==> config.mk <==
export PLATFORM = sky130hd
export DESIGN_NAME = backend_top
export DESIGN_NICKNAME = d
export VERILOG_FILES = /design/src/rtl/wb_pkg.sv /design/src/rtl/wb_port_if.sv /design/src/rtl/int_divider.sv /design/src/rtl/load_unit.sv /design/src/rtl/exc_csr.sv /design/src/rtl/ex2_wb_stage.sv /design/src/rtl/regfile.sv /design/src/rtl/backend_top.sv
export VERILOG_INCLUDE_DIRS = /design/src /design/src/rtl
export SDC_FILE = /design/constraint.sdc
export NUM_CORES = 2
export LEC_CHECK = 0
export BUFFER_PORTS_ARGS = -buffer_cell sky130_fd_sc_hd__buf_2
export CAP_MARGIN = 20
export CORE_UTILIZATION = 50
export CTS_BUF_LIST = sky130_fd_sc_hd__clkbuf_8 sky130_fd_sc_hd__clkbuf_16
export CTS_CLUSTER_DIAMETER = 80
export DETAILED_ROUTE_END_ITERATION = 7
export PLACE_DENSITY = 0.71
export SETUP_SLACK_MARGIN = 0.4
export SLEW_MARGIN = 20
export SYNTH_ARGS = -nofsm -noshare
export SYNTH_HDL_FRONTEND = slang
export SYNTH_SLANG_ARGS = --single-unit
==> constraint.sdc <==
create_clock -name clk -period 7.1 [get_ports clk]
set_clock_uncertainty 0.15 [all_clocks]
set_input_delay 1.065 -clock clk [delete_from_list [all_inputs] [get_ports clk]]
set_output_delay 1.065 -clock clk [all_outputs]
set_load 0.01 [all_outputs]
==> src/rtl/wb_config.svh <==
`ifndef WB_CONFIG_SVH
`define WB_CONFIG_SVH

// datapath width
`define XLEN        32

// architectural register file
`define RF_ADDR_W   5
`define REG_COUNT   32

// data memory, word addressed
`define MEM_AW      6
`define MEM_DEPTH   (1 << `MEM_AW)
`define LOAD_LAT    2

// exception entry points
`define EENTRY      32'h1c00_8000
`define TLBR_ENTRY  32'h1c00_c000
`define VPPN_W      19

`endif

==> src/rtl/wb_pkg.sv <==
`include "wb_config.svh"

package wb_pkg;

    typedef logic [`XLEN-1:0]      xlen_t;
    typedef logic [`RF_ADDR_W-1:0] reg_idx_t;
    typedef logic [`VPPN_W-1:0]    vppn_t;
    typedef logic [6:0]            ecode_t;

    // exception codes, address class first
    localparam ecode_t exc_pil  = 7'h01;
    localparam ecode_t exc_pis  = 7'h02;
    localparam ecode_t exc_pif  = 7'h03;
    localparam ecode_t exc_pme  = 7'h04;
    localparam ecode_t exc_ppi  = 7'h07;
    localparam ecode_t exc_adef = 7'h08;
    localparam ecode_t exc_ale  = 7'h09;
    localparam ecode_t exc_sys  = 7'h0b;
    localparam ecode_t exc_tlbr = 7'h3f;

    // slot 0 operation
    typedef enum logic [2:0] {
        op_alu, op_link, op_div, op_mod, op_load, op_store, op_csrrd, op_ertn
    } wb_op_t;

    // csr read select, low two bits of b0
    typedef enum logic [1:0] {csr_ecode, csr_badv, csr_era} csr_sel_t;

    typedef enum logic [1:0] {ds_idle, ds_run, ds_done} div_state_t;

    typedef enum logic [1:0] {st_empty, st_wait_long, st_retire} stage_state_t;

endpackage

==> src/rtl/wb_port_if.sv <==
// one writeback port into the register file
interface wb_port_if import wb_pkg::*; ();

    logic     we;
    reg_idx_t rd;
    xlen_t    data;
    logic     valid;

    modport source (
        output we, rd, data, valid
    );

    modport sink (
        input we, rd, data, valid
    );

endinterface

==> src/rtl/int_divider.sv <==
`include "wb_config.svh"

module int_divider import wb_pkg::*; (
    input  logic  clk,
    input  logic  aresetn,
    input  logic  div_start,
    input  xlen_t dividend,
    input  xlen_t divisor,
    output logic  div_done,
    output xlen_t quotient,
    output xlen_t remainder
);

    div_state_t state;
    logic [4:0] count;
    xlen_t      quo_q;
    xlen_t      rem_q;
    xlen_t      dsr_q;

    // partial remainder shifted left with next dividend bit
    logic [`XLEN:0] shifted;
    logic [`XLEN:0] diff;

    assign shifted = {rem_q, quo_q[`XLEN-1]};
    assign diff    = shifted - {1'b0, dsr_q};

    always_ff @(posedge clk) begin
        if (!aresetn) begin
            state <= ds_idle;
            count <= '0;
        end else begin
            case (state)
                // done falls back to idle, so a back-to-back start is taken there too
                ds_idle, ds_done: begin
                    if (div_start) begin
                        state <= ds_run;
                        count <= '0;
                    end else begin
                        state <= ds_idle;
                    end
                end
                ds_run: begin
                    count <= count + 5'd1;
                    if (count == 5'd31) begin
                        state <= ds_done;
                    end
                end
                default: state <= ds_idle;
            endcase
        end
    end

    // datapath, one quotient bit per run cycle
    always_ff @(posedge clk) begin
        if ((state != ds_run) && div_start) begin
            quo_q <= dividend;
            rem_q <= '0;
            dsr_q <= divisor;
        end else if (state == ds_run) begin
            // restore unless the trial subtract went negative
            if (!diff[`XLEN]) begin
                rem_q <= diff[`XLEN-1:0];
            end else begin
                rem_q <= shifted[`XLEN-1:0];
            end
            quo_q <= {quo_q[`XLEN-2:0], ~diff[`XLEN]};
        end
    end

    // divisor zero falls out as all ones and the dividend
    assign div_done  = (state == ds_done);
    assign quotient  = quo_q;
    assign remainder = rem_q;

endmodule

==> src/rtl/load_unit.sv <==
`include "wb_config.svh"

module load_unit import wb_pkg::*; (
    input  logic              clk,
    input  logic              aresetn,
    input  logic              mem_req,
    input  logic              mem_we,
    input  logic [`MEM_AW-1:0] mem_addr,
    input  xlen_t             mem_wdata,
    output logic              mem_ready,
    output xlen_t             mem_rdata,
    output logic              mem_busy
);

    xlen_t mem [`MEM_DEPTH];

    logic               clearing;
    logic [`MEM_AW-1:0] clr_cnt;
    logic [`LOAD_LAT-1:0] vld_sr;
    logic               load_req;
    xlen_t              rdata_q;

    assign load_req = mem_req && !mem_we;

    // walk every word once after reset
    always_ff @(posedge clk) begin
        if (!aresetn) begin
            clearing <= 1'b1;
            clr_cnt  <= '0;
        end else if (clearing) begin
            clr_cnt <= clr_cnt + 1'b1;
            if (&clr_cnt) begin
                clearing <= 1'b0;
            end
        end
    end

    // clear sweep has priority over stores
    always_ff @(posedge clk) begin
        if (clearing) begin
            mem[clr_cnt] <= '0;
        end else if (mem_req && mem_we) begin
            mem[mem_addr] <= mem_wdata;
        end
    end

    // load latency pipe
    always_ff @(posedge clk) begin
        if (!aresetn) begin
            vld_sr <= '0;
        end else begin
            vld_sr <= {vld_sr[`LOAD_LAT-2:0], load_req};
        end
    end

    // one load in flight, so data is captured once and held
    always_ff @(posedge clk) begin
        if (load_req) begin
            rdata_q <= mem[mem_addr];
        end
    end

    assign mem_ready = vld_sr[`LOAD_LAT-1];
    assign mem_rdata = rdata_q;
    assign mem_busy  = clearing;

endmodule

==> src/rtl/exc_csr.sv <==
`include "wb_config.svh"

module exc_csr import wb_pkg::*; (
    input  logic     clk,
    input  logic     aresetn,
    input  logic     commit_exc,
    input  logic     commit_ertn,
    input  ecode_t   exc_code,
    input  xlen_t    exc_badv,
    input  xlen_t    exc_pc,
    input  csr_sel_t csr_sel,
    output xlen_t    csr_rdata,
    output logic     redirect_valid,
    output xlen_t    redirect_pc
);

    ecode_t ecode_q;
    xlen_t  badv_q;
    xlen_t  era_q;
    vppn_t  vppn_q;

    logic tlb_class;
    logic addr_class;

    // tlb class codes also carry a vppn
    assign tlb_class = (exc_code == exc_pil) || (exc_code == exc_pis) ||
                       (exc_code == exc_pif) || (exc_code == exc_pme) ||
                       (exc_code == exc_ppi) || (exc_code == exc_tlbr);
    assign addr_class = tlb_class || (exc_code == exc_adef) || (exc_code == exc_ale);

    always_ff @(posedge clk) begin
        if (!aresetn) begin
            ecode_q <= '0;
            badv_q  <= '0;
            era_q   <= '0;
            vppn_q  <= '0;
        end else if (commit_exc) begin
            ecode_q <= exc_code;
            era_q   <= exc_pc;
            if (addr_class) begin
                badv_q <= exc_badv;
            end
            if (tlb_class) begin
                vppn_q <= exc_badv[31:13];
            end
        end
    end

    always_comb begin
        case (csr_sel)
            csr_ecode: csr_rdata = xlen_t'(ecode_q);
            csr_badv:  csr_rdata = badv_q;
            csr_era:   csr_rdata = era_q;
            // spare select shows the vppn for the refill handler
            default:   csr_rdata = {vppn_q, 13'd0};
        endcase
    end

    // ertn goes back to era, exceptions to their entry
    assign redirect_valid = commit_exc || commit_ertn;
    assign redirect_pc    = commit_exc ? ((exc_code == exc_tlbr) ? `TLBR_ENTRY : `EENTRY)
                                       : era_q;

endmodule

==> src/rtl/ex2_wb_stage.sv <==
`include "wb_config.svh"

module ex2_wb_stage import wb_pkg::*; (
    input  logic               clk,
    input  logic               aresetn,
    // incoming bundle
    input  logic               in_valid,
    output logic               in_ready,
    input  xlen_t              pc0,
    input  wb_op_t             op0,
    input  xlen_t              a0,
    input  xlen_t              b0,
    input  reg_idx_t           rd0,
    input  logic               exc0,
    input  ecode_t             ecode0,
    input  xlen_t              badv0,
    input  xlen_t              pc1,
    input  xlen_t              result1,
    input  reg_idx_t           rd1,
    input  logic               wen1,
    // divider
    output logic               div_start,
    output xlen_t              dividend,
    output xlen_t              divisor,
    input  logic               div_done,
    input  xlen_t              quotient,
    input  xlen_t              remainder,
    // data memory
    output logic               mem_req,
    output logic               mem_we,
    output logic [`MEM_AW-1:0] mem_addr,
    output xlen_t              mem_wdata,
    input  logic               mem_ready,
    input  logic               mem_busy,
    input  xlen_t              mem_rdata,
    // exception csr
    output logic               commit_exc,
    output logic               commit_ertn,
    output ecode_t             exc_code,
    output xlen_t              exc_badv,
    output xlen_t              exc_pc,
    output csr_sel_t           csr_sel,
    input  xlen_t              csr_rdata,
    // writeback
    wb_port_if.source          wb0,
    wb_port_if.source          wb1,
    output logic               wb_valid0,
    output logic               wb_valid1,
    output xlen_t              wb_pc0,
    output xlen_t              wb_pc1
);

    stage_state_t state;

    // registered bundle
    xlen_t    pc0_q, a0_q, b0_q, badv0_q, pc1_q, result1_q;
    wb_op_t   op0_q;
    reg_idx_t rd0_q, rd1_q;
    logic     exc0_q, wen1_q;
    ecode_t   ecode0_q;
    logic     mem_start_q;

    logic  accept, is_div_in, is_mem_in, long_in, long_done, retire_now;
    xlen_t data0;

    // a raised exception kills any unit request
    assign is_div_in = !exc0 && ((op0 == op_div) || (op0 == op_mod));
    assign is_mem_in = !exc0 && ((op0 == op_load) || (op0 == op_store));
    assign long_in   = is_div_in || (!exc0 && (op0 == op_load));

    assign long_done  = (op0_q == op_load) ? mem_ready : div_done;
    assign retire_now = (state == st_retire) || ((state == st_wait_long) && long_done);

    // allowin, also held low during the memory clear sweep
    assign in_ready = !mem_busy && ((state == st_empty) || retire_now);
    assign accept   = in_valid && in_ready;

    always_ff @(posedge clk) begin
        if (!aresetn) begin
            state       <= st_empty;
            mem_start_q <= 1'b0;
        end else begin
            mem_start_q <= accept && is_mem_in;
            if (accept) begin
                state <= long_in ? st_wait_long : st_retire;
            end else if (retire_now) begin
                state <= st_empty;
            end
        end
    end

    always_ff @(posedge clk) begin
        if (accept) begin
            pc0_q     <= pc0;
            op0_q     <= op0;
            a0_q      <= a0;
            b0_q      <= b0;
            rd0_q     <= rd0;
            exc0_q    <= exc0;
            ecode0_q  <= ecode0;
            badv0_q   <= badv0;
            pc1_q     <= pc1;
            result1_q <= result1;
            rd1_q     <= rd1;
            wen1_q    <= wen1;
        end
    end

    // divider is loaded straight from the bundle at acceptance
    assign div_start = accept && is_div_in;
    assign dividend  = a0;
    assign divisor   = b0;

    // memory request one cycle after acceptance
    assign mem_req   = mem_start_q;
    assign mem_we    = (op0_q == op_store);
    assign mem_addr  = a0_q[`MEM_AW+1:2];
    assign mem_wdata = b0_q;

    // slot 0 result select
    always_comb begin
        case (op0_q)
            op_link:  data0 = a0_q + xlen_t'(4);
            op_div:   data0 = quotient;
            op_mod:   data0 = remainder;
            op_load:  data0 = mem_rdata;
            op_csrrd: data0 = csr_rdata;
            default:  data0 = a0_q;
        endcase
    end

    assign commit_exc  = retire_now && exc0_q;
    assign commit_ertn = retire_now && !exc0_q && (op0_q == op_ertn);
    assign exc_code    = ecode0_q;
    assign exc_badv    = badv0_q;
    assign exc_pc      = pc0_q;
    assign csr_sel     = csr_sel_t'(b0_q[1:0]);

    // no write for store, ertn, or any exception bundle
    assign wb0.valid = retire_now;
    assign wb0.we    = retire_now && !exc0_q && (op0_q != op_store) && (op0_q != op_ertn);
    assign wb0.rd    = rd0_q;
    assign wb0.data  = data0;

    assign wb1.valid = retire_now;
    assign wb1.we    = retire_now && wen1_q && !exc0_q;
    assign wb1.rd    = rd1_q;
    assign wb1.data  = result1_q;

    // both slots retire together
    assign wb_valid0 = retire_now;
    assign wb_valid1 = retire_now;
    assign wb_pc0    = pc0_q;
    assign wb_pc1    = pc1_q;

endmodule

==> src/rtl/regfile.sv <==
`include "wb_config.svh"

module regfile import wb_pkg::*; (
    input  logic          clk,
    input  logic          aresetn,
    wb_port_if.sink       wb0,
    wb_port_if.sink       wb1,
    input  reg_idx_t      raddr,
    output xlen_t         rdata
);

    xlen_t regs [`REG_COUNT];

    always_ff @(posedge clk) begin
        if (!aresetn) begin
            for (int i = 0; i < `REG_COUNT; i++) begin
                regs[i] <= '0;
            end
        end else begin
            // r0 stays zero
            if (wb0.valid && wb0.we && (wb0.rd != '0)) begin
                regs[wb0.rd] <= wb0.data;
            end
            // slot 1 is younger, last assignment wins on same rd
            if (wb1.valid && wb1.we && (wb1.rd != '0)) begin
                regs[wb1.rd] <= wb1.data;
            end
        end
    end

    // debug read, combinational
    assign rdata = regs[raddr];

endmodule

==> src/rtl/backend_top.sv <==
`include "wb_config.svh"

module backend_top import wb_pkg::*; (
    input  logic     clk,
    input  logic     aresetn,
    input  logic     in_valid,
    output logic     in_ready,
    input  xlen_t    pc0,
    input  wb_op_t   op0,
    input  xlen_t    a0,
    input  xlen_t    b0,
    input  reg_idx_t rd0,
    input  logic     exc0,
    input  ecode_t   ecode0,
    input  xlen_t    badv0,
    input  xlen_t    pc1,
    input  xlen_t    result1,
    input  reg_idx_t rd1,
    input  logic     wen1,
    input  reg_idx_t rf_raddr,
    output logic     wb_valid0,
    output xlen_t    wb_pc0,
    output logic     wb_we0,
    output reg_idx_t wb_rd0,
    output xlen_t    wb_data0,
    output logic     wb_valid1,
    output xlen_t    wb_pc1,
    output logic     wb_we1,
    output reg_idx_t wb_rd1,
    output xlen_t    wb_data1,
    output logic     redirect_valid,
    output xlen_t    redirect_pc,
    output xlen_t    rf_rdata
);

    logic               div_start, div_done;
    xlen_t              dividend, divisor, quotient, remainder;
    logic               mem_req, mem_we, mem_ready, mem_busy;
    logic [`MEM_AW-1:0] mem_addr;
    xlen_t              mem_wdata, mem_rdata;
    logic               commit_exc, commit_ertn;
    ecode_t             exc_code;
    xlen_t              exc_badv, exc_pc, csr_rdata;
    csr_sel_t           csr_sel;

    wb_port_if wb0 ();
    wb_port_if wb1 ();

    ex2_wb_stage u_stage (.*);

    int_divider u_div (.*);

    load_unit u_mem (.*);

    exc_csr u_csr (.*);

    regfile u_rf (
        .clk    (clk),
        .aresetn(aresetn),
        .wb0    (wb0),
        .wb1    (wb1),
        .raddr  (rf_raddr),
        .rdata  (rf_rdata)
    );

    // retire ports mirror the writeback bundles
    assign wb_we0   = wb0.we;
    assign wb_rd0   = wb0.rd;
    assign wb_data0 = wb0.data;
    assign wb_we1   = wb1.we;
    assign wb_rd1   = wb1.rd;
    assign wb_data1 = wb1.data;

endmodule

After elaboration in Yosys (flattened, before gate mapping). Memory sizes are Yosys's and may differ from the RTL's. A register that Yosys moved wholly into a read port is not among the register bits. Index checks and enable logic that the tools add are counted. Widths: inputs -> output; s select.

Bits in registers: 419. Bits in writable memories: 3072. Bits of input ports: 222. Memories: 2.

Add/sub/neg operators: 4. Eq/ne operators: 31. Muxes and demuxes: 39. Bitwise operators: 1. Reduce and logical (&&, ||, !) cells: 55.

Memories: u_mem.mem (depth 64, width 32, rd ports 1, clocked after memory_dff 1, wr ports 1, RTL line load_unit.sv:15) `` xlen_t mem [`MEM_DEPTH]; ``; u_rf.regs (depth 32, width 32, rd ports 1, clocked after memory_dff 0, wr ports 32, RTL line regfile.sv:12) `` xlen_t regs [`REG_COUNT]; ``.

Operators with widths (count): $mux 32 (7); $pmux 32 s5 (1); $pmux 32 s3 (1); $reduce_or 32->1 (3); $sub 33x32->33 (1); $add 32x3->32 const B (1); $logic_and 1x1->1 (22); $mux 1 (19); $eq 3x3->1 const B (6); $mux 15 (1); $mux 5 (3); $eq 7x2->1 const B (2); $eq 7x3->1 const B (2); $eq 7x4->1 const B (2); $logic_or 1x1->1 (13); $eq 3x2->1 const B (4); $pmux 5 s2 (1); $reduce_bool 5->1 (2); $mux 2 (4); $eq 7x1->1 const B (1); $eq 7x6->1 const B (1); $add 6x1->6 const B (1); $eq 2x1->1 const B (3); $eq 2x2->1 const B (3); other kinds (14) (26).

Logic depth before layout (Yosys ltp).
Word-level depth: 14. Mapped depth: 13. Mapped depth without buffers: 12.

Cells and area by module. Synthesis repeated with hierarchy kept, for this count alone.

Cells, all modules: 9139. Area total of the unflattened synthesis: 151155.0 um2.

Modules (own cells, without submodules): load_unit (instances 1, cells each 3562, area each 79965.4 um2, sequential area each 62640.1 um2); regfile (instances 1, cells each 3704, area each 50759.9 um2, sequential area each 30749.5 um2); ex2_wb_stage (instances 1, cells each 706, area each 9680.5 um2, sequential area each 6486.2 um2); int_divider (instances 1, cells each 563, area each 5794.3 um2, sequential area each 2702.6 um2); exc_csr (instances 1, cells each 604, area each 4954.8 um2, sequential area each 1801.7 um2).

Worst setup path after synthesis. No wires, ideal clock.

Path kind: input-to-reg. From: in in_valid. To: reg u_stage.a0_q[0] (enable). Arrival: 5332 ps. Required time: 6385 ps. Path slack: 1053 ps. Stages: 2. Buffers on the path: 0. Path through: nand3b_1 > inv_1.

Cells in the longest elaborated chain, start to end: 1.

RTL lines: start: declaration (RTL line backend_top.sv:6) `input logic in_valid,`; $logic_and 1x1->1 (RTL line ex2_wb_stage.sv:76) `assign accept = in_valid && in_ready;`; via u_stage.accept (RTL line ex2_wb_stage.sv:63) `logic accept, is_div_in, is_mem_in, long_in, long_done, retire_now;`; end signal: assignment (RTL line ex2_wb_stage.sv:96) `a0_q <= a0;`; end: declaration (RTL line ex2_wb_stage.sv:56) `xlen_t pc0_q, a0_q, b0_q, badv0_q, pc1_q, result1_q;`.

The timed path passes the listed nets, and every way through them passes these cells. A chain may end at the register's enable or synchronous reset.

Worst setup path in the final report.
From: reg u_stage.b0_q[1], in the netlist u_stage.mem_wdata[1]. To: out wb_data0[11].

Cells in the longest elaborated chain, start to end: 3.

RTL lines: start: declaration (RTL line ex2_wb_stage.sv:56); start signal: assignment (RTL line ex2_wb_stage.sv:97) `b0_q <= b0;`; $eq 2x2->1, or another cell as far along (RTL line exc_csr.sv:50) `case (csr_sel)`; $pmux 32 s3 (*) (RTL line exc_csr.sv:50); $pmux 32 s5 (*) (RTL line ex2_wb_stage.sv:122) `case (op0_q)`; end: declaration (RTL line backend_top.sv:25) `output xlen_t wb_data0,`.

Mark *: on every way between the ends. The rest lies on a longest branch, timed or not.

==> key figures <==
Timing
  • Slew margin rel.: 0.177
  • Slew Limit Fails: 0
  • RSZ-0062 raised after global routing: false
  • Setup TNS Final: 0 ns
  • Hold WS: 0.143 ns
  • Period utilization: 0.808
  • Final setup fails: 0
  • Minimum clock period: 5.74 ns
  • Final Hold Fails: 0
  • Highest clock rate: 174 MHz
  • Actual slew at the worst max-slew pin: 1.23 ns

Setup path
  • Setup CP Type: flop to output pin
  • R2R cell count: 8
  • R2r endpoint: u_mem.mem[49][8]
  • Critical Path AT: 4.52 ns
  • R2r setup slk: 1.92 ns
  • CP Max Fanout: 22
  • CP required: 5.88 ns
  • CP startpoint kind: flop
  • Crit end category: output pin
  • FF-to-FF Start: u_stage.op0_q[0]

Power
  • P_sw: 9.31 mW
  • Combinational power share: 0.036
  • Sequential share of power: 0.530
  • P_leak: 55.9 nW
  • Clk network pwr share: 0.434
  • Tot Pwr: 43.5 mW
  • Power Density: 258 nW/um2
  • Switching portion of total power: 0.214
  • P_int: 34.2 mW
  • VDD IR max: 0.209 mV

Clocking
  • CTS tree: built
  • Post-CTS setup buffers: 0
  • Clock transition at path regs: 0.06 ns
  • Worst-skew pair later-pin latency: 0.95 ns
  • # hold bufs at CTS: 0
  • Total CTS buffers: 360
  • # resized after CTS: 0
  • Root Buffer: clkbuf_16
  • Clock H-tree levels: 5
  • Clock Path Buffers: 4
  • Clock sink count: 3,523

Yosys
  • Largest area contributor in the netlist: edfxtp_1
  • EDFF count, synth: 3,382
  • Dominant synthesized flop cell: edfxtp_1
  • Adder-Cell Fraction of Synth Area: 0.00319
  • Syn Area/Cell: 17.4 um2
  • Area contributors post-synth: edfxtp_1 (69%), mux4_2 (15%), o21ai_0 (2.8%)
  • #FFs+latches synth: 3,523
  • Commonest cells post-synth: edfxtp_1 (3,382), mux4_2 (992), nand2_1 (947)
  • Synth Area in Compound Gates: 0.0611
  • Instance count of the mapped netlist: 8,488
  • Post-Synth XOR/XNOR Area: 0.00208
  • Post-synth top area share: 0.688
  • Main combinational cell family by area after synthesis: multiplexers
  • Yosys warnings: 0
  • Fraction of registers with async set or reset after synthesis: 0
  • Netlist cell types: 76
  • Multiplexer area fraction after synthesis: 0.162
  • Mapped Area: 148,000 um2
  • Count leader, synth: edfxtp_1
  • Simple logic cell fraction of the synthesized area: 0.0426
  • Register area share after synthesis: 0.707

Global routing
  • First-pass GRT wire length: 628,000 um
  • Vias in the first global route: 84,800
  • Antenna violations before repair: 42
  • Largest net degree at the start of global routing: 153
  • Tot GR Track Use: 0.296
  • Total gr overflow: 0

Drt
  • DR vias: 87,700
  • Via density: 6.67
  • Final wirelength: 446,000 um
  • Router iterations before antenna repair: 8
  • Routed Antenna Nets: 0
  • First DRT Iteration DRCs: 14,400
  • DRC: 429
  • Wire length per cell: 33.9 um

Hold path
  • Worst hold path depth: 1
  • Worst Hold Class: primary input to flop
  • Worst Hold Path EP: u_stage.wb1.data[19]
  • Hold Startpoint: result1[19]

Place
  • HPWL after detailed placement: 268,000 um
  • # port buffers: 429
  • Cell Area, Placed: 156,000 um2
  • RD Place Congestion: 0.932

Floorplan
  • Number of I/O pins: 430
  • Die height: 545 um
  • Die W: 545 um
  • Die footprint: 297,000 um2
  • Core footprint: 294,000 um2
  • # rows: 199
  • Starting Density: 0.502

Final layout
  • Share of layout cells above drive strength 1: 0.278
  • Area Overhead vs Synth: 13.9%
  • Post-route cell area: 168,000 um2
  • Final nets: 9,168

Run status
  • Violations in the final reports: DRC
  • Status: complete, but fails checks

Job
  • Max-Cap Viols: 0
## power groups by stage
stage | Combinational (mW) | Sequential (mW) | Clock [mW]
floorplan | 0.922 | 23.4 | 0
global placement | 1.48 | 23.5 | 0
detailed placement | 1.51 | 23.5 | 0
CTS | 1.51 | 23.0 | 19.0
global route | 1.61 | 23.0 | 19.7
finish | 1.55 | 23.0 | 18.9
## per-layer routing
metal / global-route usage / vias up / routed length [um] / share of wire
li1: - / 34800 / - / -
met1: 0.407 / 44800 / 160000 / 0.36
met2: 0.441 / 6978 / 200000 / 0.45
met3: 0.0760 / 1122 / 60400 / 0.14
met4: 0.146 / 26 / 25800 / 0.058
met5: 0 / - / 172 / 0.00039
## final cells by class
| class | instances | area (um2) |
|---|---|---|
| Clock buffer | 370 | 9210 |
| Tap cell | 3919 | 4900 |
| Inverter | 109 | 422 |
| Multi-Input combinational cell | 4179 | 41600 |
| Antenna cell | 23 | 57.6 |
| Fill cell | 21500 | 126000 |
| Clock inverter | 295 | 2470 |
| Sequential cell | 3523 | 104000 |
| Timing Repair Buffer | 736 | 5120 |
## critical path: stages, from the launching register on
cell and delay (ns):
edfxtp_1 0.63, buf_4 0.37, nor2b_1 0.69, a22oi_1 0.32, o22ai_1 0.24, a21oi_1 0.15
a21oi_1 0.35, a2bb2oi_4 0.57, buf_2 0.25
## worst max-delay path by stage
stage	slack, ns	endpoint	startpoint	cells after the start
after floorplan	1.05	u_stage.a0_q[0]	in_valid	2
after global placement	2.06	rf_rdata[2]	rf_raddr[0]	6
after detailed placement	2.01	u_rf.regs[10][31]	aresetn	8
after CTS	1.30	wb_data0[11]	u_stage.mem_wdata[1]	8
after global routing	1.15	wb_data0[11]	u_stage.mem_wdata[1]	8
final	1.36	wb_data0[11]	u_stage.mem_wdata[1]	8
## per-stage QoR
stage           util  worst slack (ns)  std cells
2_1_floorplan      -              1.05       8519
3_3_place_gp   0.530              2.06      12400
3_5_place_dp   0.531              2.01      12500
4_1_cts        0.571              1.30      13100
5_1_grt        0.572              1.15      13100
6_report       0.572              1.36      13200
## registers in the layout, summed over array words and instances (netlist names), 6 cells and up
name               count
u_mem.mem           2048
u_rf.regs           1024
u_csr.badv_q          32
u_csr.era_q           32
u_div.dsr_q           32
u_div.quotient        32
u_div.remainder       32
u_mem.mem_rdata       32
u_stage.a0_q          32
u_stage.exc_badv      32
u_stage.exc_pc        32
u_stage.mem_wdata     32
u_stage.wb1.data      32
u_stage.wb_pc1        32
u_csr.vppn_q          19
u_csr.ecode_q          7
u_stage.exc_code       7
u_mem.clr_cnt          6
## placed cells by master (no fill, tap or decap), types with 14 or more instances in the layout
cell type	Yosys	routed
nor3_2	10	22
xnor2_1	20	20
clkinv_1	2	81
and2_2	0	32
or3_1	38	35
o221ai_4	0	31
nor2_2	12	27
mux4_2	992	992
a32oi_1	22	22
mux2_2	85	85
a22oi_1	18	18
nand2_1	947	947
conb_1	1	32
nand2b_1	37	37
buf_12	0	26
buf_16	0	14
inv_1	107	181
bufinv_16	0	34
mux2i_1	65	65
o21ai_2	1	14
clkbuf_16	0	366
nand3_1	58	58
nor3_1	36	24
nor2_4	5	70
buf_2	82	423
edfxtp_1	3382	3382
buf_4	1	266
o211ai_1	14	14
a22o_1	265	265
nand3b_1	18	18
xor2_1	15	14
ha_1	36	36
o21ai_1	16	14
a21o_1	15	15
nor2_1	185	105
o21ai_0	819	807
dfxtp_1	141	141
clkinv_2	0	65
diode_2	0	23
a21oi_1	174	172
## logic make-up after synthesis
| group | Yosys count |
|---|---|
| fa+ha+maj | 37 |
| flops | 3523 |
| other cells | 1 |
| buf+inv | 817 |
| compound gates | 1482 |
| xor+xnor | 35 |
| mux | 1142 |
| simple gates | 1451 |
Power figures use the tool's default switching activity.
